==> config.mk <==
export PLATFORM = sky130hd
export DESIGN_NAME = coherence_ctrl
export DESIGN_NICKNAME = d
export VERILOG_FILES = /design/src/verilog/coherence_ctrl_pkg.sv /design/src/verilog/line_tracker.sv /design/src/verilog/cd_order_queue.sv /design/src/verilog/cd_router.sv /design/src/verilog/coherence_ctrl.sv
export VERILOG_INCLUDE_DIRS = /design/src /design/src/verilog
export SDC_FILE = /design/constraint.sdc
export NUM_CORES = 1
export LEC_CHECK = 0
export BUFFER_PORTS_ARGS = -buffer_cell sky130_fd_sc_hd__buf_4
export CORE_MARGIN = 3
export CORE_UTILIZATION = 47
export DETAILED_ROUTE_END_ITERATION = 16
export PLACE_DENSITY_LB_ADDON = 0.25
export SYNTH_ARGS = -nofsm -noshare
export SYNTH_HDL_FRONTEND = slang
export SYNTH_HIERARCHICAL = 1
export SYNTH_SLANG_ARGS = --single-unit
==> constraint.sdc <==
create_clock -name clk_i -period 4.55 [get_ports clk_i]
set_clock_uncertainty 0.05 [all_clocks]
set_input_delay 0.91 -clock clk_i [delete_from_list [all_inputs] [get_ports clk_i]]
set_output_delay 0.91 -clock clk_i [all_outputs]
set_load 0.03 [all_outputs]
==> src/verilog/coherence_ctrl_config.svh <==
////////////////////
// Coherence controller back end configuration
// Widths, port count, capacities and credits
////////////////////

`ifndef COHERENCE_CTRL_CONFIG_SVH
`define COHERENCE_CTRL_CONFIG_SVH

// Address and line geometry
`define CC_ADDR_WIDTH      32
`define CC_LINE_BYTES_LOG2 6
`define CC_ID_WIDTH        4

// Snooped masters and CD beat width
`define CC_NUM_PORTS       4
`define CC_CD_WIDTH        64

// Capacities
`define CC_TRACKER_DEPTH   4
`define CC_ORDER_DEPTH     4
`define CC_CD_CREDITS      2

`endif

==> src/verilog/coherence_ctrl_pkg.sv <==
////////////////////
// Coherence controller shared types
////////////////////

`include "coherence_ctrl_config.svh"

package coherence_ctrl_pkg;

    typedef logic [`CC_ADDR_WIDTH-1:0] addr_t;

    // Address without the byte offset inside a line
    typedef logic [`CC_ADDR_WIDTH-`CC_LINE_BYTES_LOG2-1:0] line_t;

    typedef logic [`CC_ID_WIDTH-1:0] txn_id_t;

    // Snoop port selection
    typedef logic [$clog2(`CC_NUM_PORTS)-1:0] port_idx_t;
    typedef logic [`CC_NUM_PORTS-1:0]         port_mask_t;

    typedef logic [`CC_CD_WIDTH-1:0] cd_data_t;

    // Holds 0 up to the full credit count
    typedef logic [$clog2(`CC_CD_CREDITS+1)-1:0] credit_t;

    // Unit that receives the forwarded snoop data
    typedef enum logic {
        MEMORY_UNIT,
        SNOOP_UNIT
    } cd_owner_e;

endpackage

==> src/verilog/line_tracker.sv <==
////////////////////
// Line tracker
// Outstanding transactions by ID with line collision lookup
////////////////////

`timescale 1ns/10ps

`include "coherence_ctrl_config.svh"

module line_tracker (
    input  logic                        clk_i,
    input  logic                        rst_ni,
    input  logic                        lookup_req_i,
    input  coherence_ctrl_pkg::addr_t   lookup_addr_i,
    input  logic                        push_i,
    input  coherence_ctrl_pkg::txn_id_t push_id_i,
    input  coherence_ctrl_pkg::addr_t   push_addr_i,
    input  logic                        done_i,
    input  coherence_ctrl_pkg::txn_id_t done_id_i,
    output logic                        collision_o,
    output logic                        full_o
);

    localparam int Depth = `CC_TRACKER_DEPTH;
    localparam int AgeW  = $clog2(Depth);

    logic                        valid_q [Depth];
    coherence_ctrl_pkg::txn_id_t id_q    [Depth];
    coherence_ctrl_pkg::line_t   line_q  [Depth];
    // Rank among valid entries, 0 is the oldest
    logic [AgeW-1:0]             age_q   [Depth];

    coherence_ctrl_pkg::line_t lookup_line;
    coherence_ctrl_pkg::line_t push_line;
    logic                      push_acc;
    logic                      hit;
    logic                      rel_found;
    logic [AgeW-1:0]           rel_idx;
    logic [AgeW-1:0]           free_idx;
    logic [AgeW:0]             valid_cnt;
    logic [AgeW-1:0]           new_age;

    assign lookup_line = lookup_addr_i[`CC_ADDR_WIDTH-1:`CC_LINE_BYTES_LOG2];
    assign push_line   = push_addr_i[`CC_ADDR_WIDTH-1:`CC_LINE_BYTES_LOG2];

    always_comb begin
        hit       = 1'b0;
        rel_found = 1'b0;
        rel_idx   = '0;
        free_idx  = '0;
        valid_cnt = '0;
        full_o    = 1'b1;
        for (int i = Depth - 1; i >= 0; i--) begin
            if (valid_q[i] && line_q[i] == lookup_line) begin
                hit = 1'b1;
            end
            if (!valid_q[i]) begin
                free_idx = AgeW'(i);
                full_o   = 1'b0;
            end
            valid_cnt = valid_cnt + (AgeW+1)'(valid_q[i]);
        end
        // Oldest entry with the released ID
        for (int i = 0; i < Depth; i++) begin
            if (done_i && valid_q[i] && id_q[i] == done_id_i &&
                (!rel_found || age_q[i] < age_q[rel_idx])) begin
                rel_found = 1'b1;
                rel_idx   = AgeW'(i);
            end
        end
    end

    assign collision_o = lookup_req_i && hit;
    assign push_acc    = push_i && !full_o;
    assign new_age     = AgeW'(valid_cnt - (AgeW+1)'(rel_found));

    always_ff @(posedge clk_i or negedge rst_ni) begin
        if (!rst_ni) begin
            for (int i = 0; i < Depth; i++) begin
                valid_q[i] <= 1'b0;
            end
        end else begin
            if (rel_found) begin
                valid_q[rel_idx] <= 1'b0;
            end
            if (push_acc) begin
                valid_q[free_idx] <= 1'b1;
            end
        end
    end

    always_ff @(posedge clk_i) begin
        for (int i = 0; i < Depth; i++) begin
            if (rel_found && valid_q[i] && age_q[i] > age_q[rel_idx]) begin
                age_q[i] <= age_q[i] - 1'b1;
            end
        end
        if (push_acc) begin
            id_q[free_idx]   <= push_id_i;
            line_q[free_idx] <= push_line;
            age_q[free_idx]  <= new_age;
        end
    end

    // A push against a full table adds no entry
    assert property (@(posedge clk_i) disable iff (!rst_ni)
        (push_i && full_o) |=>
        (valid_cnt == $past(valid_cnt) - (AgeW+1)'($past(rel_found))));

endmodule

==> src/verilog/cd_order_queue.sv <==
////////////////////
// CD order queue
// Arbitrates unit requests into a fall-through order FIFO
////////////////////

`timescale 1ns/10ps

`include "coherence_ctrl_config.svh"

module cd_order_queue (
    input  logic                           clk_i,
    input  logic                           rst_ni,
    input  logic                           mu_wb_valid_i,
    input  logic                           su_snp_valid_i,
    input  coherence_ctrl_pkg::port_idx_t  responder_i,
    input  coherence_ctrl_pkg::port_mask_t avail_i,
    output logic                           mu_wb_ack_o,
    output logic                           su_snp_ack_o,
    output logic                           head_valid_o,
    output coherence_ctrl_pkg::cd_owner_e  head_owner_o,
    output coherence_ctrl_pkg::port_idx_t  head_responder_o,
    output coherence_ctrl_pkg::port_mask_t head_avail_o,
    input  logic                           head_pop_i
);

    localparam int Depth = `CC_ORDER_DEPTH;
    localparam int PtrW  = $clog2(Depth);

    coherence_ctrl_pkg::cd_owner_e  owner_mem [Depth];
    coherence_ctrl_pkg::port_idx_t  resp_mem  [Depth];
    coherence_ctrl_pkg::port_mask_t avail_mem [Depth];

    logic [PtrW-1:0]               wr_ptr_q;
    logic [PtrW-1:0]               rd_ptr_q;
    logic [PtrW:0]                 count_q;
    logic                          full;
    logic                          empty;
    logic                          push;
    logic                          store;
    logic                          pop_mem;
    coherence_ctrl_pkg::cd_owner_e push_owner;

    assign full  = count_q == (PtrW+1)'(Depth);
    assign empty = count_q == '0;

    // Memory unit has priority
    assign mu_wb_ack_o  = mu_wb_valid_i && !full;
    assign su_snp_ack_o = su_snp_valid_i && !mu_wb_valid_i && !full;
    assign push         = mu_wb_ack_o || su_snp_ack_o;
    assign push_owner   = mu_wb_valid_i ? coherence_ctrl_pkg::MEMORY_UNIT
                                        : coherence_ctrl_pkg::SNOOP_UNIT;

    // Empty FIFO passes the new order straight to the head
    assign head_valid_o     = !empty || push;
    assign head_owner_o     = empty ? push_owner  : owner_mem[rd_ptr_q];
    assign head_responder_o = empty ? responder_i : resp_mem[rd_ptr_q];
    assign head_avail_o     = empty ? avail_i     : avail_mem[rd_ptr_q];

    assign store   = push && !(empty && head_pop_i);
    assign pop_mem = head_pop_i && !empty;

    always_ff @(posedge clk_i or negedge rst_ni) begin
        if (!rst_ni) begin
            wr_ptr_q <= '0;
            rd_ptr_q <= '0;
            count_q  <= '0;
        end else begin
            if (store) begin
                wr_ptr_q <= (wr_ptr_q == PtrW'(Depth - 1)) ? '0 : wr_ptr_q + 1'b1;
            end
            if (pop_mem) begin
                rd_ptr_q <= (rd_ptr_q == PtrW'(Depth - 1)) ? '0 : rd_ptr_q + 1'b1;
            end
            count_q <= count_q + (PtrW+1)'(store) - (PtrW+1)'(pop_mem);
        end
    end

    always_ff @(posedge clk_i) begin
        if (store) begin
            owner_mem[wr_ptr_q] <= push_owner;
            resp_mem[wr_ptr_q]  <= responder_i;
            avail_mem[wr_ptr_q] <= avail_i;
        end
    end

    // Router only retires an order that is present
    assert property (@(posedge clk_i) disable iff (!rst_ni)
        head_pop_i |-> head_valid_o);

endmodule

==> src/verilog/cd_router.sv <==
////////////////////
// CD router
// Collects snoop data and forwards the responder to its unit
////////////////////

`timescale 1ns/10ps

`include "coherence_ctrl_config.svh"

module cd_router (
    input  logic                                               clk_i,
    input  logic                                               rst_ni,
    input  logic                                               head_valid_i,
    input  coherence_ctrl_pkg::cd_owner_e                      head_owner_i,
    input  coherence_ctrl_pkg::port_idx_t                      head_responder_i,
    input  coherence_ctrl_pkg::port_mask_t                     head_avail_i,
    output logic                                               head_pop_o,
    input  coherence_ctrl_pkg::port_mask_t                     cd_valid_i,
    input  coherence_ctrl_pkg::cd_data_t [`CC_NUM_PORTS-1:0]   cd_data_i,
    input  coherence_ctrl_pkg::port_mask_t                     cd_last_i,
    output coherence_ctrl_pkg::port_mask_t                     cd_ready_o,
    output logic                                               mu_cd_valid_o,
    output logic                                               su_cd_valid_o,
    output coherence_ctrl_pkg::cd_data_t                       cd_data_o,
    output logic                                               cd_last_o,
    input  logic                                               mu_cd_credit_i,
    input  logic                                               su_cd_credit_i
);

    localparam coherence_ctrl_pkg::credit_t MaxCredits =
        coherence_ctrl_pkg::credit_t'(`CC_CD_CREDITS);

    coherence_ctrl_pkg::port_mask_t last_q;
    coherence_ctrl_pkg::port_mask_t last_set;
    coherence_ctrl_pkg::credit_t    credit_q [2];

    logic       owner_sel;
    logic       owner_has_credit;
    logic       fwd;
    logic [1:0] unit_spend;
    logic [1:0] unit_ret;

    ////////////////////
    // Ready and forwarding
    ////////////////////

    // Index 0 is the memory unit, 1 the snoop unit
    assign owner_sel        = head_owner_i == coherence_ctrl_pkg::SNOOP_UNIT;
    assign owner_has_credit = credit_q[owner_sel] != '0;

    for (genvar i = 0; i < `CC_NUM_PORTS; i++) begin : g_ready
        assign cd_ready_o[i] = head_valid_i && head_avail_i[i] && !last_q[i] &&
            (head_responder_i != coherence_ctrl_pkg::port_idx_t'(i) || owner_has_credit);
    end

    // Beats of other ports are taken and dropped
    assign fwd           = cd_valid_i[head_responder_i] && cd_ready_o[head_responder_i];
    assign mu_cd_valid_o = fwd && !owner_sel;
    assign su_cd_valid_o = fwd && owner_sel;
    assign cd_data_o     = cd_data_i[head_responder_i];
    assign cd_last_o     = cd_last_i[head_responder_i];

    ////////////////////
    // Order retirement
    ////////////////////

    assign last_set   = cd_valid_i & cd_ready_o & cd_last_i;
    assign head_pop_o = head_valid_i && (last_q == head_avail_i);

    always_ff @(posedge clk_i or negedge rst_ni) begin
        if (!rst_ni) begin
            last_q <= '0;
        end else if (head_pop_o) begin
            last_q <= '0;
        end else begin
            last_q <= last_q | last_set;
        end
    end

    ////////////////////
    // Credits
    ////////////////////

    assign unit_spend = {su_cd_valid_o, mu_cd_valid_o};
    assign unit_ret   = {su_cd_credit_i, mu_cd_credit_i};

    for (genvar u = 0; u < 2; u++) begin : g_credit
        always_ff @(posedge clk_i or negedge rst_ni) begin
            if (!rst_ni) begin
                credit_q[u] <= MaxCredits;
            end else if (unit_spend[u] && !unit_ret[u]) begin
                credit_q[u] <= credit_q[u] - 1'b1;
            end else if (!unit_spend[u] && unit_ret[u] && credit_q[u] != MaxCredits) begin
                // Surplus returns are dropped
                credit_q[u] <= credit_q[u] + 1'b1;
            end
        end

        assert property (@(posedge clk_i) disable iff (!rst_ni)
            credit_q[u] <= MaxCredits);

        // Forwarded beat needs a credit of its unit
        assert property (@(posedge clk_i) disable iff (!rst_ni)
            unit_spend[u] |-> credit_q[u] != '0);
    end

endmodule

==> src/verilog/coherence_ctrl.sv <==
////////////////////
// Coherence controller back end
// Line collision trackers and snoop data ordering
////////////////////

`timescale 1ns/10ps

`include "coherence_ctrl_config.svh"

module coherence_ctrl (
    input  logic                                             clk_i,
    input  logic                                             rst_ni,
    // Collision lookup
    input  logic                                             lookup_req_i,
    input  coherence_ctrl_pkg::addr_t                        lookup_addr_i,
    output logic                                             wr_collision_o,
    output logic                                             rd_collision_o,
    // Tracker insert and release
    input  logic                                             wr_push_i,
    input  coherence_ctrl_pkg::txn_id_t                      wr_push_id_i,
    input  coherence_ctrl_pkg::addr_t                        wr_push_addr_i,
    input  logic                                             rd_push_i,
    input  coherence_ctrl_pkg::txn_id_t                      rd_push_id_i,
    input  coherence_ctrl_pkg::addr_t                        rd_push_addr_i,
    input  logic                                             wr_done_i,
    input  coherence_ctrl_pkg::txn_id_t                      wr_done_id_i,
    input  logic                                             rd_done_i,
    input  coherence_ctrl_pkg::txn_id_t                      rd_done_id_i,
    output logic                                             wr_full_o,
    output logic                                             rd_full_o,
    // Order requests
    input  logic                                             mu_wb_valid_i,
    input  logic                                             su_snp_valid_i,
    input  coherence_ctrl_pkg::port_idx_t                    order_responder_i,
    input  coherence_ctrl_pkg::port_mask_t                   order_avail_i,
    output logic                                             mu_wb_ack_o,
    output logic                                             su_snp_ack_o,
    // Snoop CD ports
    input  coherence_ctrl_pkg::port_mask_t                   cd_valid_i,
    input  coherence_ctrl_pkg::cd_data_t [`CC_NUM_PORTS-1:0] cd_data_i,
    input  coherence_ctrl_pkg::port_mask_t                   cd_last_i,
    output coherence_ctrl_pkg::port_mask_t                   cd_ready_o,
    // Forwarded CD with credits
    output logic                                             mu_cd_valid_o,
    output logic                                             su_cd_valid_o,
    output coherence_ctrl_pkg::cd_data_t                     cd_data_o,
    output logic                                             cd_last_o,
    input  logic                                             mu_cd_credit_i,
    input  logic                                             su_cd_credit_i
);

    logic                           head_valid;
    coherence_ctrl_pkg::cd_owner_e  head_owner;
    coherence_ctrl_pkg::port_idx_t  head_responder;
    coherence_ctrl_pkg::port_mask_t head_avail;
    logic                           head_pop;

    line_tracker wr_tracker_i (
        .clk_i, .rst_ni, .lookup_req_i, .lookup_addr_i,
        .push_i (wr_push_i), .push_id_i (wr_push_id_i), .push_addr_i (wr_push_addr_i),
        .done_i (wr_done_i), .done_id_i (wr_done_id_i),
        .collision_o (wr_collision_o), .full_o (wr_full_o)
    );

    line_tracker rd_tracker_i (
        .clk_i, .rst_ni, .lookup_req_i, .lookup_addr_i,
        .push_i (rd_push_i), .push_id_i (rd_push_id_i), .push_addr_i (rd_push_addr_i),
        .done_i (rd_done_i), .done_id_i (rd_done_id_i),
        .collision_o (rd_collision_o), .full_o (rd_full_o)
    );

    cd_order_queue cd_order_queue_i (
        .clk_i, .rst_ni, .mu_wb_valid_i, .su_snp_valid_i,
        .responder_i (order_responder_i), .avail_i (order_avail_i),
        .mu_wb_ack_o, .su_snp_ack_o,
        .head_valid_o (head_valid), .head_owner_o (head_owner),
        .head_responder_o (head_responder), .head_avail_o (head_avail),
        .head_pop_i (head_pop)
    );

    cd_router cd_router_i (
        .clk_i, .rst_ni,
        .head_valid_i (head_valid), .head_owner_i (head_owner),
        .head_responder_i (head_responder), .head_avail_i (head_avail),
        .head_pop_o (head_pop),
        .cd_valid_i, .cd_data_i, .cd_last_i, .cd_ready_o,
        .mu_cd_valid_o, .su_cd_valid_o, .cd_data_o, .cd_last_o,
        .mu_cd_credit_i, .su_cd_credit_i
    );

endmodule

==> results.sh <==
export IMPL_violations="negative setup slack"
export IMPL_endpoint_kind="flip-flop"
export IMPL_synth_enable_flop_cells=284
export IMPL_worstPathArrival_ps=4950
export IMPL_std_cell_rows=66
export IMPL_synth_area_leaders="edfxtp_1, mux4_2, xnor2_1"
export IMPL_maxCapViolCount=0
export IMPL_grt_use_total=0.335
export IMPL_met3_wirelength_um=6090
export IMPL_drv_slew=0
export IMPL_synth_top_area_frac=0.536
export IMPL_ys_types=75
export IMPL_mappedNetlistArea_sq_um=15900
export IMPL_dieArea_sq_um=36100
export IMPL_setup_slack_ps=-269
export IMPL_highest_signal_layer="met5"
export IMPL_area_growth_pct=39.0
export IMPL_seq_area_sq_um=9110
export IMPL_path_class="in2reg"
export IMPL_min_path_type="in2async"
export IMPL_critPathLaunchType="primary input"
export IMPL_async_flop_share=0.0749
export IMPL_cts_root_buf="clkbuf_16"
export IMPL_yosysSeqAreaShare=0.572
export IMPL_ys_flop_type="edfxtp_1"
export IMPL_htreeDepth=2
export IMPL_nFillCells=2407
export IMPL_grt_max_degree=67
export IMPL_fin_crit_sh=1.06
export IMPL_outcome="finished with violations"
export IMPL_clock_latency_ps=500
export IMPL_cts_buffers=34
export IMPL_rsz0062_at_grt="true"
export IMPL_finalCriticalPeriod_ps=4820
export IMPL_pwr_density_cell_nw_per_um2=617
export IMPL_drt_pass1_iter_count=5
export IMPL_drc=0
export IMPL_swShare=0.393
export IMPL_p_comb_frac=0.491
export IMPL_tritoncts="done"
export IMPL_fp_dieH_um=190
export IMPL_dp_hpwl_um=49300
export IMPL_via_count=12200
export IMPL_nets=2065
export IMPL_crit_chain="buf_6, xor2_1, nor3_2, nand3_2, o21bai_4, or2_4, and2_4, ha_4, nor2_4, a21oi_2, nor2_2, or2_4, nor2_4, a21oi_2, ha_1, nor2_1, a31oi_1, nor2_1, a31oi_2, buf_4, o21ai_4, ha_4, or3_1, o211ai_1"
export IMPL_yosys_warnings=6
export IMPL_hold_viol_final=0
export IMPL_cts_reportedPaths_clkPinSlew_ps=60
export IMPL_via_per_inst=5.78
export IMPL_tightest_slew_ps=1000
export IMPL_routedWlPerCell_um=29.4
export IMPL_met1Wirelength_um=22700
export IMPL_internal_power_mw=8.29
export IMPL_globalplace_congestion=1.02
export IMPL_total_power_mw=13.6
export IMPL_ant_nets=0
export IMPL_avgSynthCellArea_sq_um=14.7
export IMPL_pre_cts_slack_ps=-733
export IMPL_syn_num_nets=1505
export IMPL_numPortBuffers=451
export IMPL_drt_iter0_drc=1110
export IMPL_ir_worst_vdd_uv=650
export IMPL_antenna_found_initial=13
export IMPL_wl_um=62200
export IMPL_finalSetupViolCount=12
export IMPL_drive_gt1_frac=0.468
export IMPL_clkSinkCount=307
export IMPL_max_stage_delay_ps=320
export IMPL_cts_buffer_depth=3
export IMPL_crit_fanout=3
export IMPL_ys_ff_latch=307
export IMPL_grt_pass1_wl_um=86400
export IMPL_grt_pass1_vias=12300
export IMPL_totalNegativeSetupSlack_ps=-1720
export IMPL_start_util=0.483
export IMPL_max_freq_ghz=0.208
export IMPL_grt_overflow_total=0
export IMPL_synthesis_instances=1082
export IMPL_holdWs_ps=269
export IMPL_core_sq_um=32900
export IMPL_seq_power_share=0.295
export IMPL_dieWidth_um=190
export IMPL_relSlewSlack=0.330
export IMPL_slowest_stage="or3_1"
export IMPL_clkPwrFrac=0.214
export IMPL_io_pins=470
export IMPL_multiInputGateArea_sq_um=6870
export IMPL_cp_data_required_time_ps=4680
export IMPL_yosysTopAreaCell="edfxtp_1"
export IMPL_wl_met2_um=30500
export IMPL_power_switching_mw=5.36
export IMPL_power_leakage_nw=8.59
[registers in the layout, indices dropped and copies added (netlist names), 3 cells and up]
| signal | count |
|---|---|
| rd_tracker_i/age_q | 8 |
| cd_router_i/last_q | 4 |
| wr_tracker_i/id_q | 16 |
| cd_order_queue_i/count_q | 3 |
| wr_tracker_i/line_q | 104 |
| rd_tracker_i/line_q | 104 |
| rd_tracker_i/valid_q | 4 |
| cd_order_queue_i/avail_mem | 16 |
| wr_tracker_i/age_q | 8 |
| cd_order_queue_i/owner_mem | 4 |
| cd_order_queue_i/resp_mem | 8 |
| wr_tracker_i/valid_q | 4 |
| rd_tracker_i/id_q | 16 |
| cd_router_i/credit_q | 4 |
[power groups by stage]
stage | registers, mW | clock network (mW) | logic [mW]
after floorplan | 3.97 | 0 | 4.09
after global placement | 4.05 | 0 | 6.38
after detailed placement | 4.07 | 0 | 6.43
after CTS | 4.02 | 2.96 | 6.57
after global routing | 4.07 | 3.07 | 7.06
final | 4.02 | 2.92 | 6.71
[synth_stat cells (all sizes together), types with 2 or more instances]
library cell,number
a2111oi,3
a211oi,6
a21o,2
a21oi,29
a311oi,2
a31oi,9
a41oi,6
and2,8
and3,2
buf,14
clkbuf,18
dfrtp,21
dfstp,2
edfxtp,284
fa,3
ha,27
inv,44
mux2,13
mux2i,2
mux4,72
nand2,29
nand2b,5
nand3,6
nand3b,3
nand4,46
nor2,46
nor2b,4
nor3,25
nor4,28
nor4b,2
o211ai,7
o21ai,17
o21bai,3
o22a,2
o22ai,4
o31ai,5
o32a,2
or2,4
or3,5
xnor2,133
xor2,126
[kinds of logic after synthesis]
| family | count (synthesis) | share of synthesized area |
|---|---|---|
| flops | 307 | 0.572 |
| fa+ha+maj | 30 | 0.0250 |
| simple gates | 218 | 0.0769 |
| mux | 87 | 0.112 |
| buf+inv | 76 | 0.0200 |
| compound gates | 105 | 0.0507 |
| xor+xnor | 259 | 0.143 |
[cell type report]
type	count	area share
Multi-Input combinational cell	699	0.310
Clock inverter	21	0.0132
Antenna cell	10	0.00113
Sequential cell	307	0.412
Timing Repair Buffer	556	0.191
Tap cell	442	0.0250
Clock buffer	39	0.0403
Inverter	44	0.00747
[cell usage in the layout, fill, tap and decap left out, types with 6 or more instances in the layout]
cell type	instances
buf_4	548
edfxtp_1	284
xnor2_1	133
xor2_1	123
mux4_2	72
nand4_1	45
inv_1	44
clkbuf_16	35
nor2_1	32
nand2_1	28
nor4_1	27
a21oi_1	22
dfrtp_1	20
ha_1	18
nor3_1	15
mux2_2	11
diode_2	10
nor3_2	9
ha_4	8
a31oi_1	7
bufinv_16	7
clkinv_1	7
o21ai_0	7
o211ai_1	7
nor2_2	7
nor2_4	7
buf_6	6
a21oi_2	6
o21ai_2	6
[critical path: cells and delay by family]
family                   cells  cell delay, ps
buffers and inverters        2             270
AND/OR/NAND/NOR             11            1800
AO/OA/AOI/OAI                7             980
adder cells (fa/ha/maj)      3             820
XOR/XNOR                     1             160
[routing by layer]
layer  up-vias  global-route usage
met5         -                   0
met1      6146               0.417
li1       5273                   -
met3       142              0.0951
met4         6               0.138
met2       669               0.554
[through the flow]
| stage | util | instance area [sq um] | instances |
|---|---|---|---|
| 2_1_floorplan | - | 16000 | 1082 |
| 3_3_place_gp | 0.618 | 20400 | 2014 |
| 3_5_place_dp | 0.618 | 20400 | 2014 |
| 4_1_cts | 0.664 | 21900 | 2101 |
| 5_1_grt | 0.671 | 22100 | 2115 |
| 6_report | 0.671 | 22100 | 2118 |
[repair_timing]
action | in CTS | in global routing
endpoints found under the setup margin | 13 | 17
gates resized for setup | 28 | 30
setup buffers | 28 | 7
pin swaps | 36 | 35
hold buffers | 0 | 0
[worst paths after layout]
path / start / endpoint / slack (ps) / cells past startpoint
worst max-delay path: wr_done_id_i[3] / wr_tracker_i/age_q[0][1] / -270 / 24
worst min-delay path: rst_ni / wr_tracker_i/valid_q[0] / 270 / 1
worst max register to register: wr_tracker_i/id_q[1][2] / wr_tracker_i/age_q[0][1] / -240 / 23
worst min register to register: cd_router_i/credit_q[1] / cd_router_i/credit_q[1] / 450 / 1
max in group asynchronous: rst_ni / cd_router_i/credit_q[1] / 3860 / 1
min in group clk_i: cd_router_i/credit_q[1] / cd_router_i/credit_q[1] / 450 / 1
No activity file was read; power rests on OpenSTA's default activity.
